### src/common/sifhPkg.sv
package sifhPkg;

    // timestamp and histogram geometry
    localparam int TS_W      = 12;
    localparam int BIN_W     = 4;                   // bits per pass
    localparam int NUM_BINS  = 16;
    localparam int RAM_AW    = 5;
    localparam int RAM_WORDS = 32;
    localparam int CNT_W     = 8;
    localparam int FRAME_LEN = 64;                  // accepted samples per pass
    localparam int FRAME_CW  = $clog2(FRAME_LEN + 1);

    typedef logic [TS_W-1:0]      timestamp_t;
    typedef logic [BIN_W-1:0]     binIdx_t;
    typedef logic [RAM_AW-1:0]    ramAddr_t;
    typedef logic [CNT_W-1:0]     count_t;
    typedef logic [FRAME_CW-1:0]  frameCnt_t;
    typedef logic [2*BIN_W-1:0]   peakPos_t;        // coarse bin above fine bin
    typedef logic [7:0]           apbAddr_t;
    typedef logic [31:0]          apbData_t;

    // SRAM regions
    localparam ramAddr_t COARSE_BASE = 5'd0;
    localparam ramAddr_t FINE_BASE   = 5'd16;

    typedef struct packed {
        logic     psel;
        logic     penable;
        logic     pwrite;
        apbAddr_t paddr;
        apbData_t pwdata;
    } apbReq_t;

    typedef struct packed {
        apbData_t prdata;
        logic     pready;
        logic     pslverr;
    } apbRsp_t;

    typedef struct packed {
        logic     we;
        ramAddr_t addr;
        count_t   data;
    } ramWr_t;

    typedef struct packed {
        logic     re;
        ramAddr_t addr;
    } ramRd_t;

    typedef enum logic [2:0] {
        IDLE,
        CLEAR,
        COARSE,
        COARSE_PEAK,
        FINE,
        FINE_PEAK
    } ctrlState_t;

    // register map
    localparam apbAddr_t REG_CTRL   = 8'h00;      // bit0 start
    localparam apbAddr_t REG_STATUS = 8'h04;      // bit0 busy, bit1 done
    localparam apbAddr_t REG_RESULT = 8'h08;      // 15:8 count, 7:0 position

endpackage
### src/rtl/sifhTop.sv
`timescale 1ns/10ps

module sifhTop (
    input  logic                clk,
    input  logic                res,
    input  sifhPkg::apbReq_t    apbReq,
    output sifhPkg::apbRsp_t    apbRsp,
    input  sifhPkg::timestamp_t data,
    input  logic                dataValid,
    output logic                tdcEnable,
    output logic                irq
);

    logic              start;
    logic              busy;
    logic              finish;
    sifhPkg::peakPos_t peakPos;
    sifhPkg::count_t   peakCount;
    sifhPkg::count_t   rdata;
    sifhPkg::ramWr_t   ramWr;
    sifhPkg::ramRd_t   ramRd;

    apbRegs uApbRegs (
        .clk       (clk),
        .res       (res),
        .apbReq    (apbReq),
        .apbRsp    (apbRsp),
        .busy      (busy),
        .finish    (finish),
        .peakPos   (peakPos),
        .peakCount (peakCount),
        .start     (start),
        .irq       (irq)
    );

    sifhCtrl uCtrl (
        .clk       (clk),
        .res       (res),
        .start     (start),
        .data      (data),
        .dataValid (dataValid),
        .tdcEnable (tdcEnable),
        .wr        (ramWr),
        .rd        (ramRd),
        .rdata     (rdata),
        .busy      (busy),
        .finish    (finish),
        .peakPos   (peakPos),
        .peakCount (peakCount)
    );

    histRam uRam (
        .clk   (clk),
        .wr    (ramWr),
        .rd    (ramRd),
        .rdata (rdata)
    );

endmodule

### src/rtl/apbRegs.sv
`timescale 1ns/10ps

module apbRegs (
    input  logic              clk,
    input  logic              res,
    input  sifhPkg::apbReq_t  apbReq,
    output sifhPkg::apbRsp_t  apbRsp,
    input  logic              busy,
    input  logic              finish,
    input  sifhPkg::peakPos_t peakPos,
    input  sifhPkg::count_t   peakCount,
    output logic              start,
    output logic              irq
);

    logic              access;
    logic              wrAccess;
    logic              rdAccess;
    logic              clearDone;
    logic              done;
    sifhPkg::peakPos_t resPos;
    sifhPkg::count_t   resCount;

    assign access    = apbReq.psel && apbReq.penable;   // access phase
    assign wrAccess  = access && apbReq.pwrite;
    assign rdAccess  = access && !apbReq.pwrite;
    assign start     = wrAccess && apbReq.paddr == sifhPkg::REG_CTRL &&
                       apbReq.pwdata[0] && !busy;       // dropped while running
    assign clearDone = wrAccess && apbReq.paddr == sifhPkg::REG_STATUS && apbReq.pwdata[1];
    assign irq       = done;

    always_ff @(posedge clk or negedge res) begin
        if (!res) begin
            done     <= 1'b0;
            resPos   <= '0;
            resCount <= '0;
        end else begin
            if (finish) begin
                done     <= 1'b1;               // set beats clear
                resPos   <= peakPos;
                resCount <= peakCount;
            end else if (clearDone) begin
                done <= 1'b0;
            end
        end
    end

    always_comb begin
        apbRsp        = '0;
        apbRsp.pready = 1'b1;
        if (rdAccess) begin
            case (apbReq.paddr)
                sifhPkg::REG_STATUS: apbRsp.prdata = {30'd0, done, busy};
                sifhPkg::REG_RESULT: apbRsp.prdata = {16'd0, resCount, resPos};
                default:             apbRsp.prdata = '0;  // start reads back 0
            endcase
        end
    end

endmodule

### src/rtl/sifhCtrl.sv
`timescale 1ns/10ps

module sifhCtrl (
    input  logic                clk,
    input  logic                res,
    input  logic                start,
    input  sifhPkg::timestamp_t data,
    input  logic                dataValid,
    output logic                tdcEnable,
    output sifhPkg::ramWr_t     wr,
    output sifhPkg::ramRd_t     rd,
    input  sifhPkg::count_t     rdata,
    output logic                busy,
    output logic                finish,
    output sifhPkg::peakPos_t   peakPos,
    output sifhPkg::count_t     peakCount
);

    sifhPkg::ctrlState_t state;
    sifhPkg::ctrlState_t nextState;
    sifhPkg::frameCnt_t  cnt;                       // clear address or frame count
    sifhPkg::binIdx_t    window;
    logic                building;
    logic                accept;
    logic                clearLast;
    logic                bStart;
    logic                bDone;
    logic                pfDone;
    sifhPkg::ramWr_t     bWr;
    sifhPkg::ramRd_t     bRd;
    sifhPkg::ramRd_t     pfRd;
    sifhPkg::ramAddr_t   pfBase;
    sifhPkg::binIdx_t    pfBin;

    assign building  = state == sifhPkg::COARSE || state == sifhPkg::FINE;
    assign tdcEnable = building && cnt != sifhPkg::frameCnt_t'(sifhPkg::FRAME_LEN);
    assign accept    = tdcEnable && dataValid;
    assign clearLast = state == sifhPkg::CLEAR &&
                       cnt == sifhPkg::frameCnt_t'(sifhPkg::RAM_WORDS - 1);
    assign bStart    = clearLast || (state == sifhPkg::COARSE_PEAK && pfDone);
    assign pfBase    = (state == sifhPkg::FINE_PEAK) ? sifhPkg::FINE_BASE
                                                      : sifhPkg::COARSE_BASE;
    assign busy      = state != sifhPkg::IDLE;
    assign finish    = state == sifhPkg::FINE_PEAK && pfDone;
    assign peakPos   = {window, pfBin};

    always_comb begin
        nextState = state;
        case (state)
            sifhPkg::IDLE:        if (start)     nextState = sifhPkg::CLEAR;
            sifhPkg::CLEAR:       if (clearLast) nextState = sifhPkg::COARSE;
            sifhPkg::COARSE:      if (bDone)     nextState = sifhPkg::COARSE_PEAK;
            sifhPkg::COARSE_PEAK: if (pfDone)    nextState = sifhPkg::FINE;
            sifhPkg::FINE:        if (bDone)     nextState = sifhPkg::FINE_PEAK;
            sifhPkg::FINE_PEAK:   if (pfDone)    nextState = sifhPkg::IDLE;
            default:                             nextState = sifhPkg::IDLE;
        endcase
    end

    always_ff @(posedge clk or negedge res) begin
        if (!res) begin
            state <= sifhPkg::IDLE;
            cnt   <= '0;
        end else begin
            state <= nextState;
            if (bStart || state == sifhPkg::IDLE) begin
                cnt <= '0;
            end else if (state == sifhPkg::CLEAR || accept) begin
                cnt <= cnt + 1'b1;
            end
        end
    end

    // coarse peak becomes the fine window
    always_ff @(posedge clk) begin
        if (state == sifhPkg::COARSE_PEAK && pfDone) begin
            window <= pfBin;
        end
    end

    // SRAM port owner per state
    always_comb begin
        wr = '0;
        rd = '0;
        case (state)
            sifhPkg::CLEAR: begin
                wr.we   = 1'b1;
                wr.addr = cnt[sifhPkg::RAM_AW-1:0];
                wr.data = '0;
            end
            sifhPkg::COARSE, sifhPkg::FINE: begin
                wr = bWr;
                rd = bRd;
            end
            sifhPkg::COARSE_PEAK, sifhPkg::FINE_PEAK: begin
                rd = pfRd;
            end
            default: begin
                wr = '0;
            end
        endcase
    end

    histBuilder uBuilder (
        .clk         (clk),
        .res         (res),
        .start       (bStart),
        .fine        (state == sifhPkg::FINE),
        .window      (window),
        .sampleValid (accept),
        .sample      (data),
        .wr          (bWr),
        .rd          (bRd),
        .rdata       (rdata),
        .done        (bDone)
    );

    peakFinder uPeak (
        .clk       (clk),
        .res       (res),
        .start     (bDone),                         // scan once the build has drained
        .base      (pfBase),
        .rd        (pfRd),
        .rdata     (rdata),
        .peakBin   (pfBin),
        .peakCount (peakCount),
        .done      (pfDone)
    );

endmodule

### src/rtl/peakFinder.sv
`timescale 1ns/10ps

module peakFinder (
    input  logic              clk,
    input  logic              res,
    input  logic              start,
    input  sifhPkg::ramAddr_t base,
    output sifhPkg::ramRd_t   rd,
    input  sifhPkg::count_t   rdata,
    output sifhPkg::binIdx_t  peakBin,
    output sifhPkg::count_t   peakCount,
    output logic              done
);

    logic             reading;
    sifhPkg::binIdx_t idx;
    logic             rdValid;
    sifhPkg::binIdx_t rdIdx;

    assign rd.re   = reading;
    assign rd.addr = base + sifhPkg::ramAddr_t'(idx);

    always_ff @(posedge clk or negedge res) begin
        if (!res) begin
            reading <= 1'b0;
            idx     <= '0;
            rdValid <= 1'b0;
            done    <= 1'b0;
        end else begin
            rdValid <= reading;                     // data follows one cycle later
            done    <= rdValid && rdIdx == sifhPkg::binIdx_t'(sifhPkg::NUM_BINS - 1);
            if (start) begin
                reading <= 1'b1;
                idx     <= '0;
            end else if (reading) begin
                if (idx == sifhPkg::binIdx_t'(sifhPkg::NUM_BINS - 1)) begin
                    reading <= 1'b0;
                end
                idx <= idx + 1'b1;
            end
        end
    end

    // strictly greater keeps the lowest index on a tie
    always_ff @(posedge clk) begin
        rdIdx <= idx;
        if (start) begin
            peakBin   <= '0;
            peakCount <= '0;
        end else if (rdValid && rdata > peakCount) begin
            peakBin   <= rdIdx;
            peakCount <= rdata;
        end
    end

endmodule

### src/histogram/histBuilder.sv
`timescale 1ns/10ps

module histBuilder (
    input  logic                clk,
    input  logic                res,
    input  logic                start,
    input  logic                fine,
    input  sifhPkg::binIdx_t    window,
    input  logic                sampleValid,
    input  sifhPkg::timestamp_t sample,
    output sifhPkg::ramWr_t     wr,
    output sifhPkg::ramRd_t     rd,
    input  sifhPkg::count_t     rdata,
    output logic                done
);

    sifhPkg::binIdx_t   coarseBin;
    sifhPkg::binIdx_t   fineBin;
    sifhPkg::binIdx_t   bin;
    sifhPkg::ramAddr_t  base;
    sifhPkg::ramAddr_t  inAddr;
    logic               keep;
    sifhPkg::frameCnt_t accepted;
    logic               lastSeen;
    logic               s1Valid;
    logic               s2Valid;
    logic               fwdValid;
    sifhPkg::ramAddr_t  s1Addr;
    sifhPkg::ramAddr_t  s2Addr;
    sifhPkg::ramAddr_t  fwdAddr;
    sifhPkg::count_t    fwdData;
    sifhPkg::count_t    oldCount;

    assign coarseBin = sample[sifhPkg::TS_W-1 -: sifhPkg::BIN_W];
    assign fineBin   = sample[sifhPkg::TS_W-sifhPkg::BIN_W-1 -: sifhPkg::BIN_W];
    assign bin       = fine ? fineBin : coarseBin;
    assign base      = fine ? sifhPkg::FINE_BASE : sifhPkg::COARSE_BASE;
    assign inAddr    = base + sifhPkg::ramAddr_t'(bin);

    // fine pass only counts samples inside the coarse peak bin
    assign keep = sampleValid && (!fine || coarseBin == window);

    // read stage, skipped when the bin is being written right now
    assign rd.re   = s1Valid && !(s2Valid && s2Addr == s1Addr);
    assign rd.addr = s1Addr;

    // increment stage
    assign oldCount = (fwdValid && fwdAddr == s2Addr) ? fwdData : rdata; // forward last write
    assign wr.we    = s2Valid;
    assign wr.addr  = s2Addr;
    assign wr.data  = oldCount + sifhPkg::count_t'(1);

    always_ff @(posedge clk or negedge res) begin
        if (!res) begin
            s1Valid  <= 1'b0;
            s2Valid  <= 1'b0;
            fwdValid <= 1'b0;
            lastSeen <= 1'b0;
            done     <= 1'b0;
            accepted <= '0;
        end else begin
            s1Valid  <= keep;
            s2Valid  <= s1Valid;
            fwdValid <= s2Valid;
            lastSeen <= sampleValid &&
                        accepted == sifhPkg::frameCnt_t'(sifhPkg::FRAME_LEN - 1);
            done     <= lastSeen;                   // last write lands with this pulse
            if (start) begin
                accepted <= '0;
            end else if (sampleValid) begin
                accepted <= accepted + 1'b1;        // filtered samples count too
            end
        end
    end

    always_ff @(posedge clk) begin
        s1Addr  <= inAddr;
        s2Addr  <= s1Addr;
        fwdAddr <= s2Addr;
        fwdData <= wr.data;
    end

endmodule

### src/histogram/histRam.sv
`timescale 1ns/10ps

// histogram storage, coarse bins in the lower half and fine bins in the upper half
module histRam (
    input  logic             clk,
    input  sifhPkg::ramWr_t  wr,
    input  sifhPkg::ramRd_t  rd,
    output sifhPkg::count_t  rdata
);

    sifhPkg::count_t mem [sifhPkg::RAM_WORDS];

    always_ff @(posedge clk) begin
        if (wr.we) begin
            mem[wr.addr] <= wr.data;
        end
    end

    // registered read port, old data on a same-cycle write
    always_ff @(posedge clk) begin
        if (rd.re) begin
            rdata <= mem[rd.addr];
        end
    end

endmodule

### config.mk
export PLATFORM = sky130hd
export DESIGN_NAME = sifhTop
export DESIGN_NICKNAME = d
export VERILOG_FILES = /design/src/common/sifhPkg.sv /design/src/rtl/sifhTop.sv /design/src/rtl/apbRegs.sv /design/src/rtl/sifhCtrl.sv /design/src/rtl/peakFinder.sv /design/src/histogram/histBuilder.sv /design/src/histogram/histRam.sv
export SDC_FILE = /design/constraint.sdc
export NUM_CORES = 1
export LEC_CHECK = 0
export BUFFER_PORTS_ARGS = -buffer_cell sky130_fd_sc_hd__buf_2
export CORE_ASPECT_RATIO = 2
export CORE_UTILIZATION = 60
export CTS_CLUSTER_DIAMETER = 80
export DETAILED_ROUTE_END_ITERATION = 7
export MAX_ROUTING_LAYER = met4
export PLACE_DENSITY = 0.8
export RECOVER_POWER = 100
export REMOVE_ABC_BUFFERS = 1
export SLEW_MARGIN = 10
export SYNTH_ARGS = -nofsm -noshare
export SYNTH_HDL_FRONTEND = slang
export SYNTH_SLANG_ARGS = --single-unit
export TNS_END_PERCENT = 5
### constraint.sdc
create_clock -name clk -period 3.95 [get_ports clk]
set_clock_uncertainty 0.15 [all_clocks]
set_input_delay 0.79 -clock clk [delete_from_list [all_inputs] [get_ports clk]]
set_output_delay 0.79 -clock clk [all_outputs]
set_load 0.02 [all_outputs]
==> results of run 1 <==
==> through the flow <==
| step | util | instance area (sq um) | setup slack, ns |
|---|---|---|---|
| finish | 0.669 | 16000 | 0.312 |
| global route | 0.669 | 16000 | 0.169 |
| CTS | 0.676 | 16200 | 0.602 |
| detailed placement | 0.638 | 15300 | 0.616 |
| global placement | 0.638 | 15300 | 0.730 |
| floorplan | - | 14300 | -1.17 |
==> kinds of logic (layout without fill, tap and decap cells) <==
kind of cell,Yosys count,count (layout),synth area share
AND/OR/NAND/NOR,373,373,0.118
AO/OA/AOI/OAI,115,115,0.0622
adder cells (fa/ha/maj),12,12,0.0103
buffers and inverters,75,155,0.0286
multiplexers,101,101,0.0704
XOR/XNOR,44,44,0.0274
other,2,18,0.000514
flip-flops,353,353,0.683
==> report_power, final <==
| part | switching [mW] | internal (mW) | total, mW |
|---|---|---|---|
| clock | 1.26 | 1.49 | 2.75 |
| sequential | 0.00929 | 3.95 | 3.96 |
| combinational | 0.0428 | 0.0217 | 0.0645 |
| total | 1.31 | 5.46 | 6.77 |
==> sequential cells by signal, indices dropped and copies added (netlist names), 5 cells and up <==
| signal | count |
|---|---|
| uRam.mem | 256 |
| uCtrl.cnt | 7 |
| uCtrl.uBuilder.fwdData | 8 |
| uApbRegs.resCount | 8 |
| uCtrl.uBuilder.accepted | 7 |
| uCtrl.uBuilder.s2Addr | 5 |
| uApbRegs.resPos | 8 |
| uCtrl.uBuilder.s1Addr | 5 |
| uRam.rdata | 8 |
| uCtrl.uBuilder.fwdAddr | 5 |
| uCtrl.uPeak.peakCount | 8 |
==> per-layer routing <==
metal | share of wire | track usage | wire, um
met1 | 0.32 | 0.252 | 10300
met2 | 0.57 | 0.513 | 18100
met3 | 0.043 | 0.0248 | 1370
met4 | 0.067 | 0.173 | 2150
met5 | 0 | - | 0
==> area by class of cell <==
class / instances / area (sq um) / share of cell area
Inverter: 17 / 63.8 / 0.00399
Clock inverter: 19 / 170 / 0.0106
Multi-Input combinational cell: 663 / 4270 / 0.267
Timing Repair Buffer: 86 / 417 / 0.0260
Tap cell: 287 / 359 / 0.0224
Sequential cell: 353 / 9980 / 0.624
Clock buffer: 33 / 741 / 0.0463
==> final timing paths <==
path	startpoint	to	slack (ns)	cells past startpoint
min in group asynchronous	res	uCtrl.uBuilder.accepted[5]	0.55	1
min reg2reg	uCtrl.uBuilder.lastSeen	uCtrl.uBuilder.done	0.21	0
max	uCtrl.uBuilder.s2Addr[2]	uRam.mem[24][5]	0.31	6
max reg2reg	uCtrl.uBuilder.s2Addr[2]	uRam.mem[24][5]	0.31	6
min	uCtrl.uBuilder.lastSeen	uCtrl.uBuilder.done	0.21	0
max in group asynchronous	res	uApbRegs.resCount[4]	1.64	2
==> layout by cell type (no fill, tap or decap), drive strengths merged, types with 5 or more instances in the layout <==
master    synthesis  layout
inv              17      19
a22oi             6       6
clkinv            0      10
clkbuf           18      86
ha               12      12
clkinvlp          0       5
buf              40      33
mux2i            86      86
a32oi            65      65
a21oi            13      13
xor2             26      26
and2             24      24
nand2b           26      26
nand3            12      12
xnor2            18      18
o21ai            14      14
dfxtp            39      39
dfrtp            46      46
conb              2      18
mux2             15      15
nand4            30      30
nor2             85      85
edfxtp          268     268
nand2           166     166
nor2b             6       6
==> flow_metrics.env, run 1 <==
export IMPL_gp_congestion=0.996
export IMPL_num_rows=80
export IMPL_finalHoldViolCount=0
export IMPL_die_h_um=223
export IMPL_synth_seq_cells=353
export IMPL_post_cts_buffers=0
export IMPL_crit_chain="xor2_1 -> nor4_1 -> and3_1 -> mux2i_1 -> and2_1 -> clkbuf_1"
export IMPL_fin_cells=1458
export IMPL_cts_num_sinks=353
export IMPL_worst_slew_margin_rel=-0.173
export IMPL_placed_cells=1406
export IMPL_dr_pass1_iters=5
export IMPL_cts_root_buf="clkbuf_16"
export IMPL_overflow=0
export IMPL_violations="capacitance limit, slew limit"
export IMPL_cts_buffer_depth=3
export IMPL_synth_common_cells="edfxtp_1 (268), nand2_1 (166), mux2i_1 (86), nor2_1 (83), a32oi_1 (65)"
export IMPL_cts_hold_buf=0
export IMPL_drt_iter0_drc=679
export IMPL_ir_worst_vdd_mv=0.257
export IMPL_start_kind="register"
export IMPL_grt_first_pass_wirelength_um=48300
export IMPL_clk_latency_ns=0.56
export IMPL_drcViolationCount=0
export IMPL_rsz0062_at_grt="false"
export IMPL_finalCriticalPeriod_ns=3.64
export IMPL_cts_buffers=28
export IMPL_htreeDepth=1
export IMPL_area_growth_pct=9.45
export IMPL_viasPerCell=6.03
export IMPL_antenna_left=0
export IMPL_io_buffers=41
export IMPL_core_area_sq_mm=0.0239
export IMPL_chipWidth_um=112
export IMPL_power_density_mw_per_mm2=423
export IMPL_grt_usage=0.270
export IMPL_final_net_count=1219
export IMPL_p_leak_nw=5.15
export IMPL_die_area_sq_mm=0.0250
export IMPL_critPathTopFamily="buffers and inverters"
export IMPL_antenna_found_initial=0
export IMPL_layout_drive_gt1_share=0.0922
export IMPL_diodes=0
export IMPL_finalSetupViolCount=0
export IMPL_cts_clk_slew_worst_paths_ns=0.07
export IMPL_fillers=1676
export IMPL_end_kind="register"
export IMPL_status="finished, violations left"
export IMPL_avgSynthCellArea_sq_um=13.6
export IMPL_cts_resized=0
export IMPL_cts_tree="yes"
export IMPL_synthFlopType="edfxtp_1"
export IMPL_max_stage_delay_ns=1.17
export IMPL_critical_path_required_ns=3.91
export IMPL_grt_pass1_vias=8893
export IMPL_period_share=0.921
export IMPL_ys_types=54
export IMPL_synth_area_leaders="edfxtp_1 (55%), dfrtp_1 (7.9%), mux2i_1 (5.9%)"
export IMPL_yosys_warnings=0
export IMPL_timing_fmax_mhz=275
export IMPL_wire_per_inst_um=21.9
export IMPL_hpwl_um=22200
export IMPL_tightestPinTransition_ns=1.76
export IMPL_cp_arrival_ns=3.60
export IMPL_finalPower_mw=6.77
export IMPL_post_synth_top_count_cell="edfxtp_1"
export IMPL_drt_total_wl_um=32000
export IMPL_path_class="register to register"
export IMPL_grt_max_degree=65
export IMPL_synth_top_area_frac=0.551
export IMPL_synth_cells=1075
export IMPL_yosysSeqAreaShare=0.683
export IMPL_boundaryPins=94
export IMPL_vias=8787
export IMPL_path_buf_inv=1
export IMPL_path_max_fanout=32
export IMPL_setup_tns_ns=0
export IMPL_hold_ws_ns=0.211
export IMPL_synth_area_sq_mm=0.0146
export IMPL_synth_edff_count=268
export IMPL_yosysTopAreaCell="edfxtp_1"
export IMPL_min_delay_path_class="register to register"
export IMPL_start_util=0.611
export IMPL_maxCapViolCount=5
export IMPL_finalMaxSlewViolations=165
export IMPL_async_flop_share=0.130
export IMPL_critPathSlowestCell="clkbuf_1"
(Power assumes the default switching activity.)
==> run 2: changes to the inputs <==
- ABC_AREA: default -> 1
==> run 2 against run 1 <==
  * First-iteration DRC count increased by 47%
  * Design area increased by 8.1%
  * Synthesized area increased by 9.9%
  * Via count increased by 29%
  * Clock-buffer cell count increased by 2
  * Core utilization decreased by 1.0 points
  * The run still ends with capacitance limit, slew limit left
==> flow_metrics.env, run 2 <==
export IMPL_finalSetupViolCount=0
export IMPL_p_comb_frac=0.010
export IMPL_num_rows=84
export IMPL_period_share=0.884
export IMPL_die_h_um=233
export IMPL_antenna_left=0
export IMPL_timing_fmax_mhz=287
export IMPL_critical_path_required_ns=4.23
export IMPL_synth_area_leaders="edfxtp_1 (50%), nand3_1 (9.2%), nand2_1 (9.0%)"
export IMPL_yosysTopAreaCell="edfxtp_1"
export IMPL_finalCriticalPeriod_ns=3.49
export IMPL_synth_area_sq_mm=0.0161
export IMPL_post_synth_top_count_cell="nand2_1"
export IMPL_switchingPower_mw=1.36
export IMPL_post_cts_buffers=0
export IMPL_dr_pass1_iters=8
export IMPL_largest_reg_flops=256
export IMPL_power_share_clock=0.411
export IMPL_yosys_warnings=0
export IMPL_placed_cells=1961
export IMPL_layout_drive_gt1_share=0.0796
export IMPL_diodes=0
export IMPL_maxCapViolCount=1
export IMPL_violations="capacitance limit, slew limit"
export IMPL_path_class="register to register"
export IMPL_postLayoutCoreUtil=0.658
export IMPL_finalMaxSlewViolations=47
export IMPL_synth_edff_count=268
export IMPL_cts_num_sinks=353
export IMPL_viasPerCell=5.63
export IMPL_cts_hold_buf=0
export IMPL_grt_first_pass_wirelength_um=57500
export IMPL_seq_power_share=0.580
export IMPL_tightestPinTransition_ns=2.54
export IMPL_fin_cells=2014
export IMPL_vias=11300
export IMPL_boundaryPins=94
export IMPL_p_leak_nw=7.18
export IMPL_status="finished, violations left"
export IMPL_r2r_start="uCtrl.state[1]"
export IMPL_fillers=1968
export IMPL_pre_cts_slack_ns=0.687
export IMPL_end_kind="register"
export IMPL_intPower_mw=5.46
export IMPL_drt_total_wl_um=37200
export IMPL_cts_root_buf="clkbuf_16"
export IMPL_synth_common_cells="nand2_1 (385), nand3_1 (295), edfxtp_1 (268), inv_1 (209), nor2_1 (81)"
export IMPL_power_density_mw_per_mm2=394
export IMPL_start_util=0.612
export IMPL_io_buffers=41
export IMPL_grt_max_degree=129
export IMPL_holdCritStartpoint="uCtrl.uBuilder.s2Addr[0]"
export IMPL_chipWidth_um=118
export IMPL_overflow=0
export IMPL_regMostFlops="uRam.mem"
export IMPL_avgSynthCellArea_sq_um=9.89
export IMPL_final_net_count=1718
export IMPL_synth_cells=1625
export IMPL_drt_iter0_drc=998
export IMPL_place_area_sq_mm=0.0165
export IMPL_hpwl_um=24900
export IMPL_synth_seq_cells=353
export IMPL_cts_tree="yes"
export IMPL_grt_pass1_vias=11200
export IMPL_area_growth_pct=7.67
export IMPL_swShare=0.199
export IMPL_grt_usage=0.286
export IMPL_wire_per_inst_um=18.5
export IMPL_cp_arrival_ns=3.77
export IMPL_rsz0062_at_grt="false"
export IMPL_ys_types=47
export IMPL_cts_buffer_depth=3
export IMPL_finalInstanceArea_sq_mm=0.0173
export IMPL_final_cell_mix="nand2_1 (388), nand3_1 (301), edfxtp_1 (268), inv_1 (212), nor2_1 (75)"
export IMPL_worst_slew_margin_rel=-0.690
export IMPL_synth_top_area_frac=0.501
export IMPL_cts_resized=0
export IMPL_min_delay_path_class="register to register"
export IMPL_antenna_found_initial=0
export IMPL_mostFrequentLayoutCell="nand2_1"
export IMPL_finalPower_mw=6.82
export IMPL_multi_input_area_sq_mm=0.00475
export IMPL_core_area_sq_mm=0.0263
export IMPL_area_sequential_sq_mm=0.00998
export IMPL_cts_clk_slew_worst_paths_ns=0.07
export IMPL_finalHoldViolCount=0
export IMPL_synthFlopType="edfxtp_1"
export IMPL_die_area_sq_mm=0.0275
export IMPL_start_kind="register"
export IMPL_cts_buffers=29
export IMPL_async_flop_share=0.130
export IMPL_cp_startpoint="uCtrl.state[1]"
export IMPL_path_max_fanout=42
export IMPL_gp_congestion=0.951
export IMPL_htreeDepth=1
export IMPL_drcViolationCount=0
export IMPL_yosysSeqAreaShare=0.621
export IMPL_ir_worst_vdd_mv=0.301
export IMPL_worst_slack_ns=0.460
export IMPL_clk_latency_ns=0.57
run 2: cell types whose count changed in the layout (fill, tap and decap cells not counted), moves of 13 or more:
| cell | before | now |
|---|---|---|
| inv_1 | 17 | 212 |
| a21oi_1 | 10 | 24 |
| nand4_1 | 30 | 14 |
| clkbuf_1 | 55 | 27 |
| nand2_1 | 165 | 388 |
| nand3_1 | 12 | 301 |
| o21ai_0 | 13 | 34 |
| nand3b_1 | 0 | 33 |
| nand2b_1 | 26 | 0 |
| mux2i_1 | 86 | 0 |
| a32oi_1 | 65 | 0 |
| xor2_1 | 26 | 2 |
| xnor2_1 | 18 | 5 |
run 2: through the flow:
step | setup TNS, ns | hold slack [ns]
after CTS | 0 | 0.208
after global routing | 0 | 0.211
after global placement | 0 | 0.186
after floorplan | -5.73 | 0.181
final | 0 | 0.208
after detailed placement | 0 | 0.193
run 2: kinds of logic (layout without fill, tap and decap cells):
family	count (synthesis)	in the layout	share of synthesized area
AO/OA/AOI/OAI	79	79	0.0297
AND/OR/NAND/NOR	853	853	0.244
multiplexers	8	8	0.00561
XOR/XNOR	7	7	0.00382
buffers and inverters	311	340	0.0856
other	2	18	0.000467
adder cells (fa/ha/maj)	12	12	0.00934
flip-flops	353	353	0.621
run 2: worst paths after layout:
path	to	slack [ns]	depth (start not counted)
max reg2reg	uRam.rdata[5]	0.46	13
min	uCtrl.uBuilder.fwdAddr[0]	0.21	0
min reg2reg	uCtrl.uBuilder.fwdAddr[0]	0.21	0
min in group asynchronous	uCtrl.uBuilder.accepted[2]	0.85	1
max in group asynchronous	uApbRegs.resCount[3]	1.35	1
max	uRam.rdata[5]	0.46	13
run 2: critical path: stages, from the launching register on:
cell and delay [ns]:
dfrtp_1 0.45, inv_1 0.12, nand3_1 0.30, nand2_4 0.15
nand2_2 0.08, nand2_1 0.07, inv_1 0.61, buf_4 0.55
nand3_1 0.14, nand3_1 0.27, nand3_1 0.14, nand2_1 0.10
nand2_1 0.07, nand2_1 0.10
run 2: cell type report:
class / instances / area share
clock inverter: 18 / 0.00832
multi-input combinational: 977 / 0.275
inverter: 221 / 0.0481
clock buffer: 35 / 0.0453
tap: 344 / 0.0249
timing repair buffer: 66 / 0.0219
sequential: 353 / 0.577
run 2: metal layers:
| layer | share of wire | vias up | routed length (um) | GRT usage |
|---|---|---|---|---|
| met5 | 0 | - | 0 | - |
| met4 | 0.093 | 0 | 3450 | 0.253 |
| met3 | 0.054 | 171 | 2010 | 0.0278 |
| met2 | 0.54 | 499 | 20100 | 0.526 |
| met1 | 0.31 | 5250 | 11600 | 0.258 |
| li1 | - | 5414 | - | - |
run 2: power groups by stage:
stage | Clock (mW) | Combinational, mW | Sequential [mW]
after CTS | 2.83 | 0.0671 | 3.95
after detailed placement | 0 | 0.0668 | 4.04
after floorplan | 0 | 0.0362 | 4.03
after global placement | 0 | 0.0656 | 4.03
final | 2.80 | 0.0661 | 3.95
after global routing | 2.97 | 0.0722 | 3.95
